[src/rt_pkg.sv]
`default_nettype none

package rt_pkg;

	// Field widths
	localparam int COLOR_W = 16;
	localparam int COORD_W = 16;
	localparam int RAY_ID_W = 8;

	// Unsigned Q8.8 color channel
	typedef logic [COLOR_W-1:0] color_t;

	// Signed Q8.8 coordinate
	typedef logic signed [COORD_W-1:0] coord_t;

	typedef struct packed {
		coord_t x;
		coord_t y;
		coord_t z;
	} vector_t;

	typedef logic [RAY_ID_W-1:0] ray_id_t;

	// Saturation value of a color channel
	localparam color_t COLOR_MAX = '1;

	// 1.0 in Q8.8
	localparam int ONE_Q = 256;

	// Background color for primary rays that hit nothing (0.25)
	localparam color_t MISS_COLOR = 16'h0040;

	// Depth of the full-shading pipeline
	localparam int SHADE_LATENCY = 4;

	localparam int SHADE_FIFO_DEPTH = 8;
	localparam int OCC_FIFO_DEPTH = 4;

	// Arbiter sources, in the bit order of the arbiter valid and stall vectors
	typedef enum logic [1:0] {
		SRC_LIT  = 2'd0,
		SRC_OCC  = 2'd1,
		SRC_MISS = 2'd2
	} arb_src_e;

endpackage : rt_pkg

`default_nettype wire
[src/calc_direct.sv]
`timescale 1ns/1ns
`default_nettype none

// Direct-lighting stage, sorts rays into lit, occluded, miss and dropped
module calc_direct (
	input  logic            clk,
	input  logic            arst_n,

	// From point intersection
	input  logic            in_valid,
	input  rt_pkg::ray_id_t in_ray_id,
	input  logic            in_is_shadow,
	input  logic            in_miss,
	input  rt_pkg::color_t  in_k,
	input  rt_pkg::vector_t in_n,
	input  rt_pkg::vector_t in_p_int,
	output logic            in_stall,

	// Scene levels
	input  rt_pkg::color_t  ambient,
	input  rt_pkg::color_t  light_color,
	input  rt_pkg::vector_t light_pos,

	// To buffer manager
	output logic            out_valid,
	output rt_pkg::ray_id_t out_ray_id,
	output rt_pkg::color_t  out_color,
	input  logic            out_stall
);

	logic lit_req, occ_req, miss_req;
	logic lit_acc, occ_acc;

	logic            lit_can_reserve, occ_can_reserve;
	logic            pipe_valid;
	rt_pkg::ray_id_t pipe_ray_id;
	rt_pkg::color_t  pipe_color;

	logic            lit_valid, occ_valid;
	rt_pkg::ray_id_t lit_ray_id, occ_ray_id;
	rt_pkg::color_t  lit_color, occ_color_q;

	logic [31:0]     occ_prod;
	rt_pkg::color_t  occ_color;
	logic [2:0]      arb_stall;

	// Ray class. A primary hit matches none of these and is dropped
	assign lit_req  = in_valid && in_is_shadow && in_miss;
	assign occ_req  = in_valid && in_is_shadow && !in_miss;
	assign miss_req = in_valid && !in_is_shadow && in_miss;

	assign lit_acc = lit_req && lit_can_reserve;
	assign occ_acc = occ_req && occ_can_reserve;

	assign in_stall = (lit_req && !lit_can_reserve) ||
	                  (occ_req && !occ_can_reserve) ||
	                  (miss_req && arb_stall[rt_pkg::SRC_MISS]);

	// Occluded shading is ambient only
	assign occ_prod  = ambient * in_k;
	assign occ_color = (|occ_prod[31:24]) ? rt_pkg::COLOR_MAX : occ_prod[23:8];

	direct_shade_pipe u_shade (
		.clk, .arst_n,
		.in_valid(lit_acc), .in_ray_id,
		.k(in_k), .ambient, .light_color,
		.n(in_n), .p_int(in_p_int), .light_pos,
		.out_valid(pipe_valid), .out_ray_id(pipe_ray_id), .out_color(pipe_color)
	);

	credit_fifo #(.DEPTH(rt_pkg::SHADE_FIFO_DEPTH)) u_lit_fifo (
		.clk, .arst_n,
		.reserve(lit_acc), .push(pipe_valid),
		.push_ray_id(pipe_ray_id), .push_color(pipe_color),
		.can_reserve(lit_can_reserve),
		.out_valid(lit_valid), .out_ray_id(lit_ray_id), .out_color(lit_color),
		.out_stall(arb_stall[rt_pkg::SRC_LIT])
	);

	// Reserve and push land together, nothing is in flight here
	credit_fifo #(.DEPTH(rt_pkg::OCC_FIFO_DEPTH)) u_occ_fifo (
		.clk, .arst_n,
		.reserve(occ_acc), .push(occ_acc),
		.push_ray_id(in_ray_id), .push_color(occ_color),
		.can_reserve(occ_can_reserve),
		.out_valid(occ_valid), .out_ray_id(occ_ray_id), .out_color(occ_color_q),
		.out_stall(arb_stall[rt_pkg::SRC_OCC])
	);

	small_arbiter u_arb (
		.clk, .arst_n,
		.valid_in({miss_req, occ_valid, lit_valid}),
		.ray_id_lit(lit_ray_id), .ray_id_occ(occ_ray_id), .ray_id_miss(in_ray_id),
		.color_lit(lit_color), .color_occ(occ_color_q), .color_miss(rt_pkg::MISS_COLOR),
		.stall_in(arb_stall),
		.out_valid, .out_ray_id, .out_color, .out_stall
	);

endmodule : calc_direct

`default_nettype wire

[src/small_arbiter.sv]
`timescale 1ns/1ns
`default_nettype none

module small_arbiter (
	input  logic            clk,
	input  logic            arst_n,
	input  logic [2:0]      valid_in,
	input  rt_pkg::ray_id_t ray_id_lit,
	input  rt_pkg::ray_id_t ray_id_occ,
	input  rt_pkg::ray_id_t ray_id_miss,
	input  rt_pkg::color_t  color_lit,
	input  rt_pkg::color_t  color_occ,
	input  rt_pkg::color_t  color_miss,
	output logic [2:0]      stall_in,
	output logic            out_valid,
	output rt_pkg::ray_id_t out_ray_id,
	output rt_pkg::color_t  out_color,
	input  logic            out_stall
);

	rt_pkg::arb_src_e ptr;
	rt_pkg::arb_src_e sel;
	rt_pkg::arb_src_e cand;
	logic             found;
	logic             load;
	logic [2:0]       take;

	// First valid source at or after the pointer
	always_comb begin
		sel   = ptr;
		cand  = ptr;
		found = 1'b0;
		for (int i = 0; i < 3; i++) begin
			cand = rt_pkg::arb_src_e'(2'((int'(ptr) + i) % 3));
			if (!found && valid_in[cand]) begin
				sel   = cand;
				found = 1'b1;
			end
		end
	end

	assign load     = found && (!out_valid || !out_stall);
	assign take     = load ? (3'b001 << sel) : 3'b000;
	assign stall_in = ~take;

	always_ff @(posedge clk or negedge arst_n) begin
		if (!arst_n) begin
			ptr       <= rt_pkg::SRC_LIT;
			out_valid <= 1'b0;
		end else begin
			if (load) begin
				out_valid <= 1'b1;
				case (sel)
					rt_pkg::SRC_LIT: ptr <= rt_pkg::SRC_OCC;
					rt_pkg::SRC_OCC: ptr <= rt_pkg::SRC_MISS;
					default:         ptr <= rt_pkg::SRC_LIT;
				endcase
			end else if (!out_stall) begin
				out_valid <= 1'b0;
			end
		end
	end

	always_ff @(posedge clk) begin
		if (load) begin
			case (sel)
				rt_pkg::SRC_LIT: begin
					out_ray_id <= ray_id_lit;
					out_color  <= color_lit;
				end
				rt_pkg::SRC_OCC: begin
					out_ray_id <= ray_id_occ;
					out_color  <= color_occ;
				end
				default: begin
					out_ray_id <= ray_id_miss;
					out_color  <= color_miss;
				end
			endcase
		end
	end

	// A source just served gives way to any other source that is waiting
	a_round_robin: assert property (@(posedge clk) disable iff (!arst_n)
		$past(arst_n) && $past(load) && load && |(valid_in & ~$past(take))
		|-> take != $past(take));

	// Result held steady for the buffer manager
	a_hold_on_stall: assert property (@(posedge clk) disable iff (!arst_n)
		out_valid && out_stall |=> out_valid && $stable(out_ray_id) && $stable(out_color));

endmodule : small_arbiter

`default_nettype wire

[src/credit_fifo.sv]
`timescale 1ns/1ns
`default_nettype none

module credit_fifo #(
	parameter int DEPTH = 8
) (
	input  logic            clk,
	input  logic            arst_n,
	input  logic            reserve,
	input  logic            push,
	input  rt_pkg::ray_id_t push_ray_id,
	input  rt_pkg::color_t  push_color,
	output logic            can_reserve,
	output logic            out_valid,
	output rt_pkg::ray_id_t out_ray_id,
	output rt_pkg::color_t  out_color,
	input  logic            out_stall
);

	rt_pkg::ray_id_t mem_ray_id [DEPTH];
	rt_pkg::color_t  mem_color  [DEPTH];

	logic [$clog2(DEPTH)-1:0] wr_ptr, rd_ptr;
	logic [$clog2(DEPTH):0]   count;
	// Slots promised to items still in the upstream pipe
	logic [$clog2(DEPTH):0]   resv;
	logic [$clog2(DEPTH)+1:0] occupancy;
	logic                     pop;

	assign pop         = out_valid && !out_stall;
	assign occupancy   = {1'b0, count} + {1'b0, resv};
	assign can_reserve = occupancy < DEPTH;
	assign out_valid   = count != '0;
	assign out_ray_id  = mem_ray_id[rd_ptr];
	assign out_color   = mem_color[rd_ptr];

	always_ff @(posedge clk) begin
		if (push) begin
			mem_ray_id[wr_ptr] <= push_ray_id;
			mem_color[wr_ptr]  <= push_color;
		end
	end

	always_ff @(posedge clk or negedge arst_n) begin
		if (!arst_n) begin
			wr_ptr <= '0;
			rd_ptr <= '0;
			count  <= '0;
			resv   <= '0;
		end else begin
			if (push) begin
				wr_ptr <= (wr_ptr == $clog2(DEPTH)'(DEPTH - 1)) ? '0 : wr_ptr + 1'b1;
			end
			if (pop) begin
				rd_ptr <= (rd_ptr == $clog2(DEPTH)'(DEPTH - 1)) ? '0 : rd_ptr + 1'b1;
			end
			case ({push, pop})
				2'b10:   count <= count + 1'b1;
				2'b01:   count <= count - 1'b1;
				default: count <= count;
			endcase
			// A push retires one reservation
			case ({reserve, push})
				2'b10:   resv <= resv + 1'b1;
				2'b01:   resv <= resv - 1'b1;
				default: resv <= resv;
			endcase
		end
	end

	a_push_reserved: assert property (@(posedge clk) disable iff (!arst_n)
		push |-> (resv != '0) || reserve);

	a_no_overbook: assert property (@(posedge clk) disable iff (!arst_n)
		occupancy <= DEPTH);

endmodule : credit_fifo

`default_nettype wire

[src/direct_shade_pipe.sv]
`timescale 1ns/1ns
`default_nettype none

// K * (ambient + light_color * clamp(dot(N, light_pos - p_int)))
module direct_shade_pipe (
	input  logic            clk,
	input  logic            arst_n,
	input  logic            in_valid,
	input  rt_pkg::ray_id_t in_ray_id,
	input  rt_pkg::color_t  k,
	input  rt_pkg::color_t  ambient,
	input  rt_pkg::color_t  light_color,
	input  rt_pkg::vector_t n,
	input  rt_pkg::vector_t p_int,
	input  rt_pkg::vector_t light_pos,
	output logic            out_valid,
	output rt_pkg::ray_id_t out_ray_id,
	output rt_pkg::color_t  out_color
);

	logic [rt_pkg::SHADE_LATENCY-1:0] vld_q;
	rt_pkg::ray_id_t                  id_q [rt_pkg::SHADE_LATENCY];

	// Stage 1 registers
	logic signed [16:0] d_x, d_y, d_z;
	rt_pkg::vector_t    n_q1;
	rt_pkg::color_t     k_q1;

	// Stage 2
	logic signed [34:0] dot_sum;
	logic [8:0]         dot_clamp;
	logic [8:0]         dot_q2;
	rt_pkg::color_t     k_q2;

	// Stage 3
	logic [24:0]        lit_prod;
	logic [17:0]        lit_sum;
	rt_pkg::color_t     lit_q3;
	rt_pkg::color_t     k_q3;

	// Stage 4
	logic [31:0]        fin_prod;

	// Valid shift register, the only control state
	always_ff @(posedge clk or negedge arst_n) begin
		if (!arst_n) begin
			vld_q <= '0;
		end else begin
			vld_q <= {vld_q[rt_pkg::SHADE_LATENCY-2:0], in_valid};
		end
	end

	always_ff @(posedge clk) begin
		id_q[0] <= in_ray_id;
		for (int i = 1; i < rt_pkg::SHADE_LATENCY; i++) begin
			id_q[i] <= id_q[i-1];
		end
	end

	// Q16.16 sum of products, back to Q8.8 by dropping 8 bits
	assign dot_sum = $signed(n_q1.x) * d_x + $signed(n_q1.y) * d_y + $signed(n_q1.z) * d_z;

	always_comb begin
		if (dot_sum[34]) begin
			dot_clamp = '0;
		end else if (dot_sum[34:8] >= 27'(rt_pkg::ONE_Q)) begin
			dot_clamp = 9'(rt_pkg::ONE_Q);
		end else begin
			dot_clamp = dot_sum[16:8];
		end
	end

	assign lit_prod = light_color * dot_q2;
	assign lit_sum = {1'b0, lit_prod[24:8]} + {2'b00, ambient};
	assign fin_prod = lit_q3 * k_q3;

	always_ff @(posedge clk) begin
		// Light vector
		d_x  <= $signed(light_pos.x) - $signed(p_int.x);
		d_y  <= $signed(light_pos.y) - $signed(p_int.y);
		d_z  <= $signed(light_pos.z) - $signed(p_int.z);
		n_q1 <= n;
		k_q1 <= k;

		dot_q2 <= dot_clamp;
		k_q2   <= k_q1;

		lit_q3 <= (lit_sum > 18'(rt_pkg::COLOR_MAX)) ? rt_pkg::COLOR_MAX : lit_sum[15:0];
		k_q3   <= k_q2;

		out_color <= (|fin_prod[31:24]) ? rt_pkg::COLOR_MAX : fin_prod[23:8];
	end

	assign out_valid  = vld_q[rt_pkg::SHADE_LATENCY-1];
	assign out_ray_id = id_q[rt_pkg::SHADE_LATENCY-1];

endmodule : direct_shade_pipe

`default_nettype wire

[config.mk]
export PLATFORM = sky130hd
export DESIGN_NAME = calc_direct
export DESIGN_NICKNAME = d
export VERILOG_FILES = /design/src/rt_pkg.sv /design/src/calc_direct.sv /design/src/small_arbiter.sv /design/src/credit_fifo.sv /design/src/direct_shade_pipe.sv
export SDC_FILE = /design/constraint.sdc
export NUM_CORES = 2
export LEC_CHECK = 0
export BUFFER_PORTS_ARGS = -buffer_cell sky130_fd_sc_hd__buf_4
export CAP_MARGIN = 20
export CORE_MARGIN = 2
export CORE_UTILIZATION = 30
export CTS_BUF_LIST = sky130_fd_sc_hd__clkbuf_2 sky130_fd_sc_hd__clkbuf_4 sky130_fd_sc_hd__clkbuf_8
export DETAILED_ROUTE_END_ITERATION = 10
export MAX_ROUTING_LAYER = met4
export PLACE_DENSITY = 0.42
export SLEW_MARGIN = 10
export SYNTH_ARGS = -nofsm -noshare
export SYNTH_HDL_FRONTEND = slang
export SYNTH_SLANG_ARGS = --single-unit
[constraint.sdc]
create_clock -name clk -period 13.3 [get_ports clk]
set_input_delay 3.99 -clock clk [delete_from_list [all_inputs] [get_ports clk]]
set_output_delay 3.99 -clock clk [all_outputs]
set_load 0.05 [all_outputs]
After elaboration in Yosys (flattened, before gate mapping)
Memory sizes are Yosys's and may differ from the RTL's.
Index checks and enable logic that the tools add are counted.
{ "totals": {"ff_bits": 243, "n_memories": 5, "out_inout_bits": 26, "ram_bits": 320} }
{ "memory_table": {"columns": ["name", "depth", "width", "read_ports", "rd_ports_with_merged_regs", "write_ports", "line", "source"], "rows": [
  ["u_lit_fifo.mem_color", 8, 16, 1, 0, 1, "credit_fifo.sv:21", "rt_pkg::color_t mem_color [DEPTH];"],
  ["u_lit_fifo.mem_ray_id", 8, 8, 1, 0, 1, "credit_fifo.sv:20", "rt_pkg::ray_id_t mem_ray_id [DEPTH];"],
  ["u_occ_fifo.mem_color", 4, 16, 1, 0, 1, "credit_fifo.sv:21", null],
  ["u_occ_fifo.mem_ray_id", 4, 8, 1, 0, 1, "credit_fifo.sv:20", null],
  ["u_shade.id_q", 4, 8, 4, 0, 4, "direct_shade_pipe.sv:22", "rt_pkg::ray_id_t id_q [rt_pkg::SHADE_LATENCY];"]
]} }
{ "classes": {"reduce_logical": 38, "n_addsub": 22, "n_bitwise": 1, "eq_ne": 14, "shift": 1, "n_lt_le_gt_ge": 7, "mul": 6, "div_mod_pow": 3, "muxes": 32} }
{ "op_table": {"columns": ["op", "count"], "rows": [
  ["$mul 16x17->33", 3],
  ["$add 35x35->35", 2],
  ["$mod 32x3->32 const B", 2],
  ["$mul 16x16->32", 2],
  ["$sub 16x16->17", 3],
  ["$mod 3x3->32 const B", 1],
  ["$pmux 16 s2", 1],
  ["$ge 27x9->1 const B", 1],
  ["$mul 16x9->25", 1],
  ["$add 17x16->18", 1],
  ["$gt 18x16->1 const B", 1],
  ["$mux 16", 1],
  ["$pmux 4 s2", 2],
  ["$pmux 8 s2", 1],
  ["$reduce_or 8->1", 2],
  ["$logic_and 1x1->1", 15],
  ["$add 3x1->3 const B", 4],
  ["$eq 2x2->1 const B", 6],
  ["$mux 1", 12],
  ["$pmux 3 s2", 2],
  ["$eq 2x1->1 const B", 5],
  ["$logic_not 1->1", 10],
  ["$mux 2", 5],
  ["$lt 2x3->1 const B", 3],
  ["24 further kinds", 38]
]} }

Depth between registers and ports, before layout
{ "depth": {"depth_word": 19, "ltp_mapped": 40, "ltp_nobuf": 39} }

Modules after synthesis
A second synthesis with hierarchy kept.
{ "hier_totals": {"hier_cells": 7199, "hier_area_um2": 74993.2} }
{ "by_module_without_submodules": {"columns": ["mod", "area_per_inst_um2", "cells_each", "n_inst"], "rows": [
  ["direct_shade_pipe", 51953.6, 5459, 1],
  ["calc_direct", 8857.2, 1036, 1],
  ["credit_fifo (u_lit_fifo)", 8413.1, 376, 1],
  ["credit_fifo (u_occ_fifo)", 4130.2, 183, 1],
  ["small_arbiter", 1639.1, 145, 1]
]} }

Worst setup path before layout
Ideal clock, no wire load.
{ "synth_timing": {"path_kind": "input to register", "startpoint": "input port in_k[15]", "endpoint": "memory u_occ_fifo.mem_color[0][10] (netlist bit), data pin", "arrival_time_ns": 9.868, "cell_stages": 21, "setup_time_ns": 0.267, "required_ns": 13.033, "n_path_buf": 2, "path_slack_ns": 3.166, "cell_sequence": "clkbuf_1 nand2_1 fa_1 fa_1 inv_1 fa_1 inv_1 fa_1 fa_1 inv_1 fa_1 ha_1 a2111oi_0 nand2_1 or3_4 a41o_1 a211o_1 a21oi_1 o2111a_2 buf_6 nand2_1"} }
{ "synth_via": {"elab_chain_len": 3} }
{ "synth_lines": {"columns": ["item", "line", "source"], "rows": [
  ["start, declared", "calc_direct.sv:14", "input rt_pkg::color_t in_k,"],
  ["$mul 16x16->32 (*)", "calc_direct.sv:60", "assign occ_prod = ambient * in_k;"],
  ["$reduce_or 8->1", "calc_direct.sv:61", "assign occ_color = (|occ_prod[31:24]) ? rt_pkg::COLOR_MAX : occ_prod[23:8];"],
  ["$mux 16 (*)", "calc_direct.sv:61", null],
  ["net occ_color[10]", "calc_direct.sv:44", "rt_pkg::color_t occ_color;"],
  ["end, declared", "credit_fifo.sv:21", null]
]} }
Mark *: on every way through the listed nets, which the timed path passes. The rest lies on a longest branch.

Final worst setup path
{ "layout_timing": {"startpoint": "register u_shade.d_x[3]", "endpoint": "register u_shade.dot_q2[8]"} }
{ "layout_via": {"elab_chain_len": 5} }
{ "layout_lines": {"columns": ["item", "line", "source"], "rows": [
  ["start, declared", "direct_shade_pipe.sv:25", "logic signed [16:0] d_x, d_y, d_z;"],
  ["start signal, assigned", "direct_shade_pipe.sv:79", "d_x <= $signed(light_pos.x) - $signed(p_int.x);"],
  ["$mul 16x17->33 (*)", "direct_shade_pipe.sv:61", "assign dot_sum = $signed(n_q1.x) * d_x + $signed(n_q1.y) * d_y + $signed(n_q1.z) * d_z;"],
  ["$add 35x35->35 (*) (2 in a row)", "direct_shade_pipe.sv:61", null],
  ["$ge 27x9->1", "direct_shade_pipe.sv:66", "end else if (dot_sum[34:8] >= 27'(rt_pkg::ONE_Q)) begin"],
  ["$mux 9", "direct_shade_pipe.sv:66", null],
  ["end signal, assigned", "direct_shade_pipe.sv:85", "dot_q2 <= dot_clamp;"],
  ["end, declared", "direct_shade_pipe.sv:32", "logic [8:0] dot_q2;"]
]} }
Mark *: on every way between the ends. The rest lies on a longest branch, timed or not.
A chain may end at the register's enable or synchronous reset.

==> impl_metrics.env <==
export IMPL_avgRoutedWirePerCell_um=18.84
export IMPL_maxCapViolCount=0
export IMPL_cts_buffers=109
export IMPL_clk_latency_ns=0.89
export IMPL_die_w_um=501.0
export IMPL_ys_ff_latch=560
export IMPL_ios=232
export IMPL_hold_viol=0
export IMPL_slowest_delay_ns=0.88
export IMPL_synth_distinct_cells=76
export IMPL_drive_gt1_share_pct=7.725
export IMPL_relSlewSlack_pct=29.67
export IMPL_start_util_pct=30.15
export IMPL_fin_util_pct=33.36
export IMPL_area_growth_synth_to_final_pct=10.64
export IMPL_setup_violations_final=0
export IMPL_htreeDepth=3
export IMPL_status="completed"
export IMPL_clockBufferDepth=3
export IMPL_numClockSinks=560
export IMPL_fin_setup_tns_ns=0
export IMPL_fp_dieArea_mm2=0.2510
export IMPL_worst_pin_slew_ns=1.054
export IMPL_grt_remaining_overflow=0
export IMPL_synth_nets=9594
export IMPL_grt_pass1_wl_um=323200
export IMPL_cts_tree="done"
export IMPL_maxSlewViolCount=0
export IMPL_critical_path_slowest_cell="dfxtp_1"
export IMPL_firstDrtPassIters=5
export IMPL_async_flop_share_pct=5.000
export IMPL_required_ns=14.02
export IMPL_remaining_drc_errors=0
export IMPL_synth_area_per_cell_um2=9.980
export IMPL_syn_area_mm2=0.07409
export IMPL_cts_root_buffer="clkbuf_8"
export IMPL_startpoint="u_shade.d_x[3]"
export IMPL_hold_class="register to register"
export IMPL_place_port_buffers=231
export IMPL_clk_pin_slew_worst_paths_ns=0.06
export IMPL_grt_pass1_vias=54180
export IMPL_wirelength_um=205100
export IMPL_antenna_found_initial=11
export IMPL_critPathCaptureType="register"
export IMPL_path_max_fanout=16
export IMPL_fin_crit_ns=11.09
export IMPL_r2r_start="u_shade.d_x[3]"
export IMPL_cpMostUsedCell="fa_1"
export IMPL_layout_nets=9737
export IMPL_synth_ff_type="edfxtp_1"
export IMPL_core_area_mm2=0.2457
export IMPL_crit_type="register to register"
export IMPL_via_count=49500
export IMPL_rows=182
export IMPL_cts_setup_buffers=0
export IMPL_yosys_warnings=0
export IMPL_cts_resized_gates=0
export IMPL_ys_seq_area_share_pct=19.54
export IMPL_avgViaCountPerCell=4.546
export IMPL_die_y_um=501.0
export IMPL_ant_nets=0
export IMPL_finClkSkew_ns=0.1146
export IMPL_drt_iter0_markers=2392
export IMPL_hp_start="u_shade.id_q[0][1]"
export IMPL_place_congestion=0.8285
export IMPL_critical_path_startpoint_type="register"
export IMPL_synth_edf_count=312
export IMPL_track_usage_pct=17.26
export IMPL_grt_max_degree=51
export IMPL_cts_hold_buffers=0
export IMPL_max_freq_mhz=90.17
export IMPL_final_min_period_over_clock_period_pct=83.39
export IMPL_rsz0062_at_grt="no"
export IMPL_critPathArrivalTime_ns=11.81
export IMPL_hpwlAfterDp_um=160700
export IMPL_syn_inst=7424
-- per-layer routing --
metal	up-vias	track usage (%)	share of wire (%)
li1	23020	-	-
met1	25410	23.80	48
met2	880	27.25	46
met3	193	2.287	4.1
met4	0	3.374	1.9
met5	-	-	0
-- synth_stat cells (all sizes together), types with 47 or more instances --
master  count  area share [%]
o21ai     157             1.1
and2      632             5.3
dfxtp     220             5.9
nand2     964             4.9
inv      1655             8.4
mux4       72             2.2
clkbuf    225             1.1
nand2b     47            0.40
nor2      210             1.1
fa       1351              37
edfxtp    312              13
xor2       76            0.90
a21o       76            0.77
xnor2     142             1.7
a21oi     151             1.0
ha        613              10
-- area by class of cell --
type                       instances  area [um^2]
tap                             3220         4029
timing repair buffer             272         2062
clock buffer                     141         1834
sequential                       560        14480
antenna                            7        17.52
fill                           25170       163700
multi-input combinational       4969        52530
inverter                        1655         6212
clock inverter                    66        802.0
-- critical path: cells and delay by family (launching register included) --
kind / cells / cell delay [ns]
adders and majority gates: 9 / 4.23
AOI/OAI and AO/OA: 16 / 3.97
and+or+nand+nor: 6 / 1.55
DFF: 1 / 0.88
buffers and inverters: 5 / 0.37
-- kinds of logic after synthesis --
| logic type | Yosys count | synth area share (%) |
|---|---|---|
| multiplexers | 109 | 2.699 |
| adder cells (fa/ha/maj) | 1965 | 46.87 |
| flip-flops | 560 | 19.54 |
| XOR/XNOR | 218 | 2.577 |
| AND/OR/NAND/NOR | 2066 | 13.44 |
| buffers and inverters | 1895 | 9.621 |
| AO/OA/AOI/OAI | 611 | 5.259 |
-- metrics by stage --
step	cells	cell area, um^2	setup WS [ns]	hold slack (ns)
after floorplan	7424	74090	3.166	0.3096
after global placement	10680	79290	2.370	0.3117
after detailed placement	10680	79320	2.216	0.3121
after CTS	10880	81950	2.207	0.2896
after global routing	10890	81970	1.184	0.3017
final	10890	81970	2.210	0.2902
-- placed cells by master, fill, tap and decap left out, types with 13 or more instances in the layout --
| cell | count |
|---|---|
| inv_1 | 1655 |
| fa_1 | 1351 |
| nand2_1 | 964 |
| and2_1 | 628 |
| ha_1 | 613 |
| edfxtp_1 | 312 |
| buf_4 | 271 |
| dfxtp_1 | 220 |
| nor2_1 | 204 |
| o21ai_0 | 154 |
| a21oi_1 | 150 |
| xnor2_1 | 142 |
| clkbuf_8 | 124 |
| a21o_1 | 76 |
| xor2_1 | 76 |
| mux4_2 | 72 |
| nand2b_1 | 47 |
| nor2b_1 | 43 |
| nor3_1 | 39 |
| nand3_1 | 35 |
| mux2i_1 | 31 |
| a211oi_1 | 30 |
| o21a_1 | 28 |
| a21boi_0 | 26 |
| a31oi_1 | 25 |
| dfrtp_1 | 25 |
| clkinv_2 | 20 |
| or3_1 | 18 |
| o21bai_1 | 18 |
| clkbuf_4 | 17 |
| nand4_1 | 14 |
| and3_1 | 13 |
| or2_2 | 13 |
-- worst paths after layout --
kind | endpoint | slack [ns] | cells past startpoint
hold / removal | u_shade.id_q[1][1] | 0.29 | 0
hold reg to reg | u_shade.id_q[1][1] | 0.29 | 0
setup / recovery | u_shade.dot_q2[8] | 2.21 | 36
setup reg to reg | u_shade.dot_q2[8] | 2.21 | 36
min in group asynchronous | u_lit_fifo.rd_ptr[0] | 3.02 | 1
max in group asynchronous | u_lit_fifo.rd_ptr[1] | 9.92 | 1
-- sequential cells by signal, indices dropped and copies added (netlist names), 32 cells and up --
register               cells
u_lit_fifo.mem_ray_id     64
u_occ_fifo.mem_ray_id     32
u_lit_fifo.mem_color     128
u_shade.n_q1              48
u_occ_fifo.mem_color      64
u_shade.id_q              32
Power is left out: the tool's default activity adds up to more than one toggle a clock period on the data nets, which glitch-free logic cannot reach.
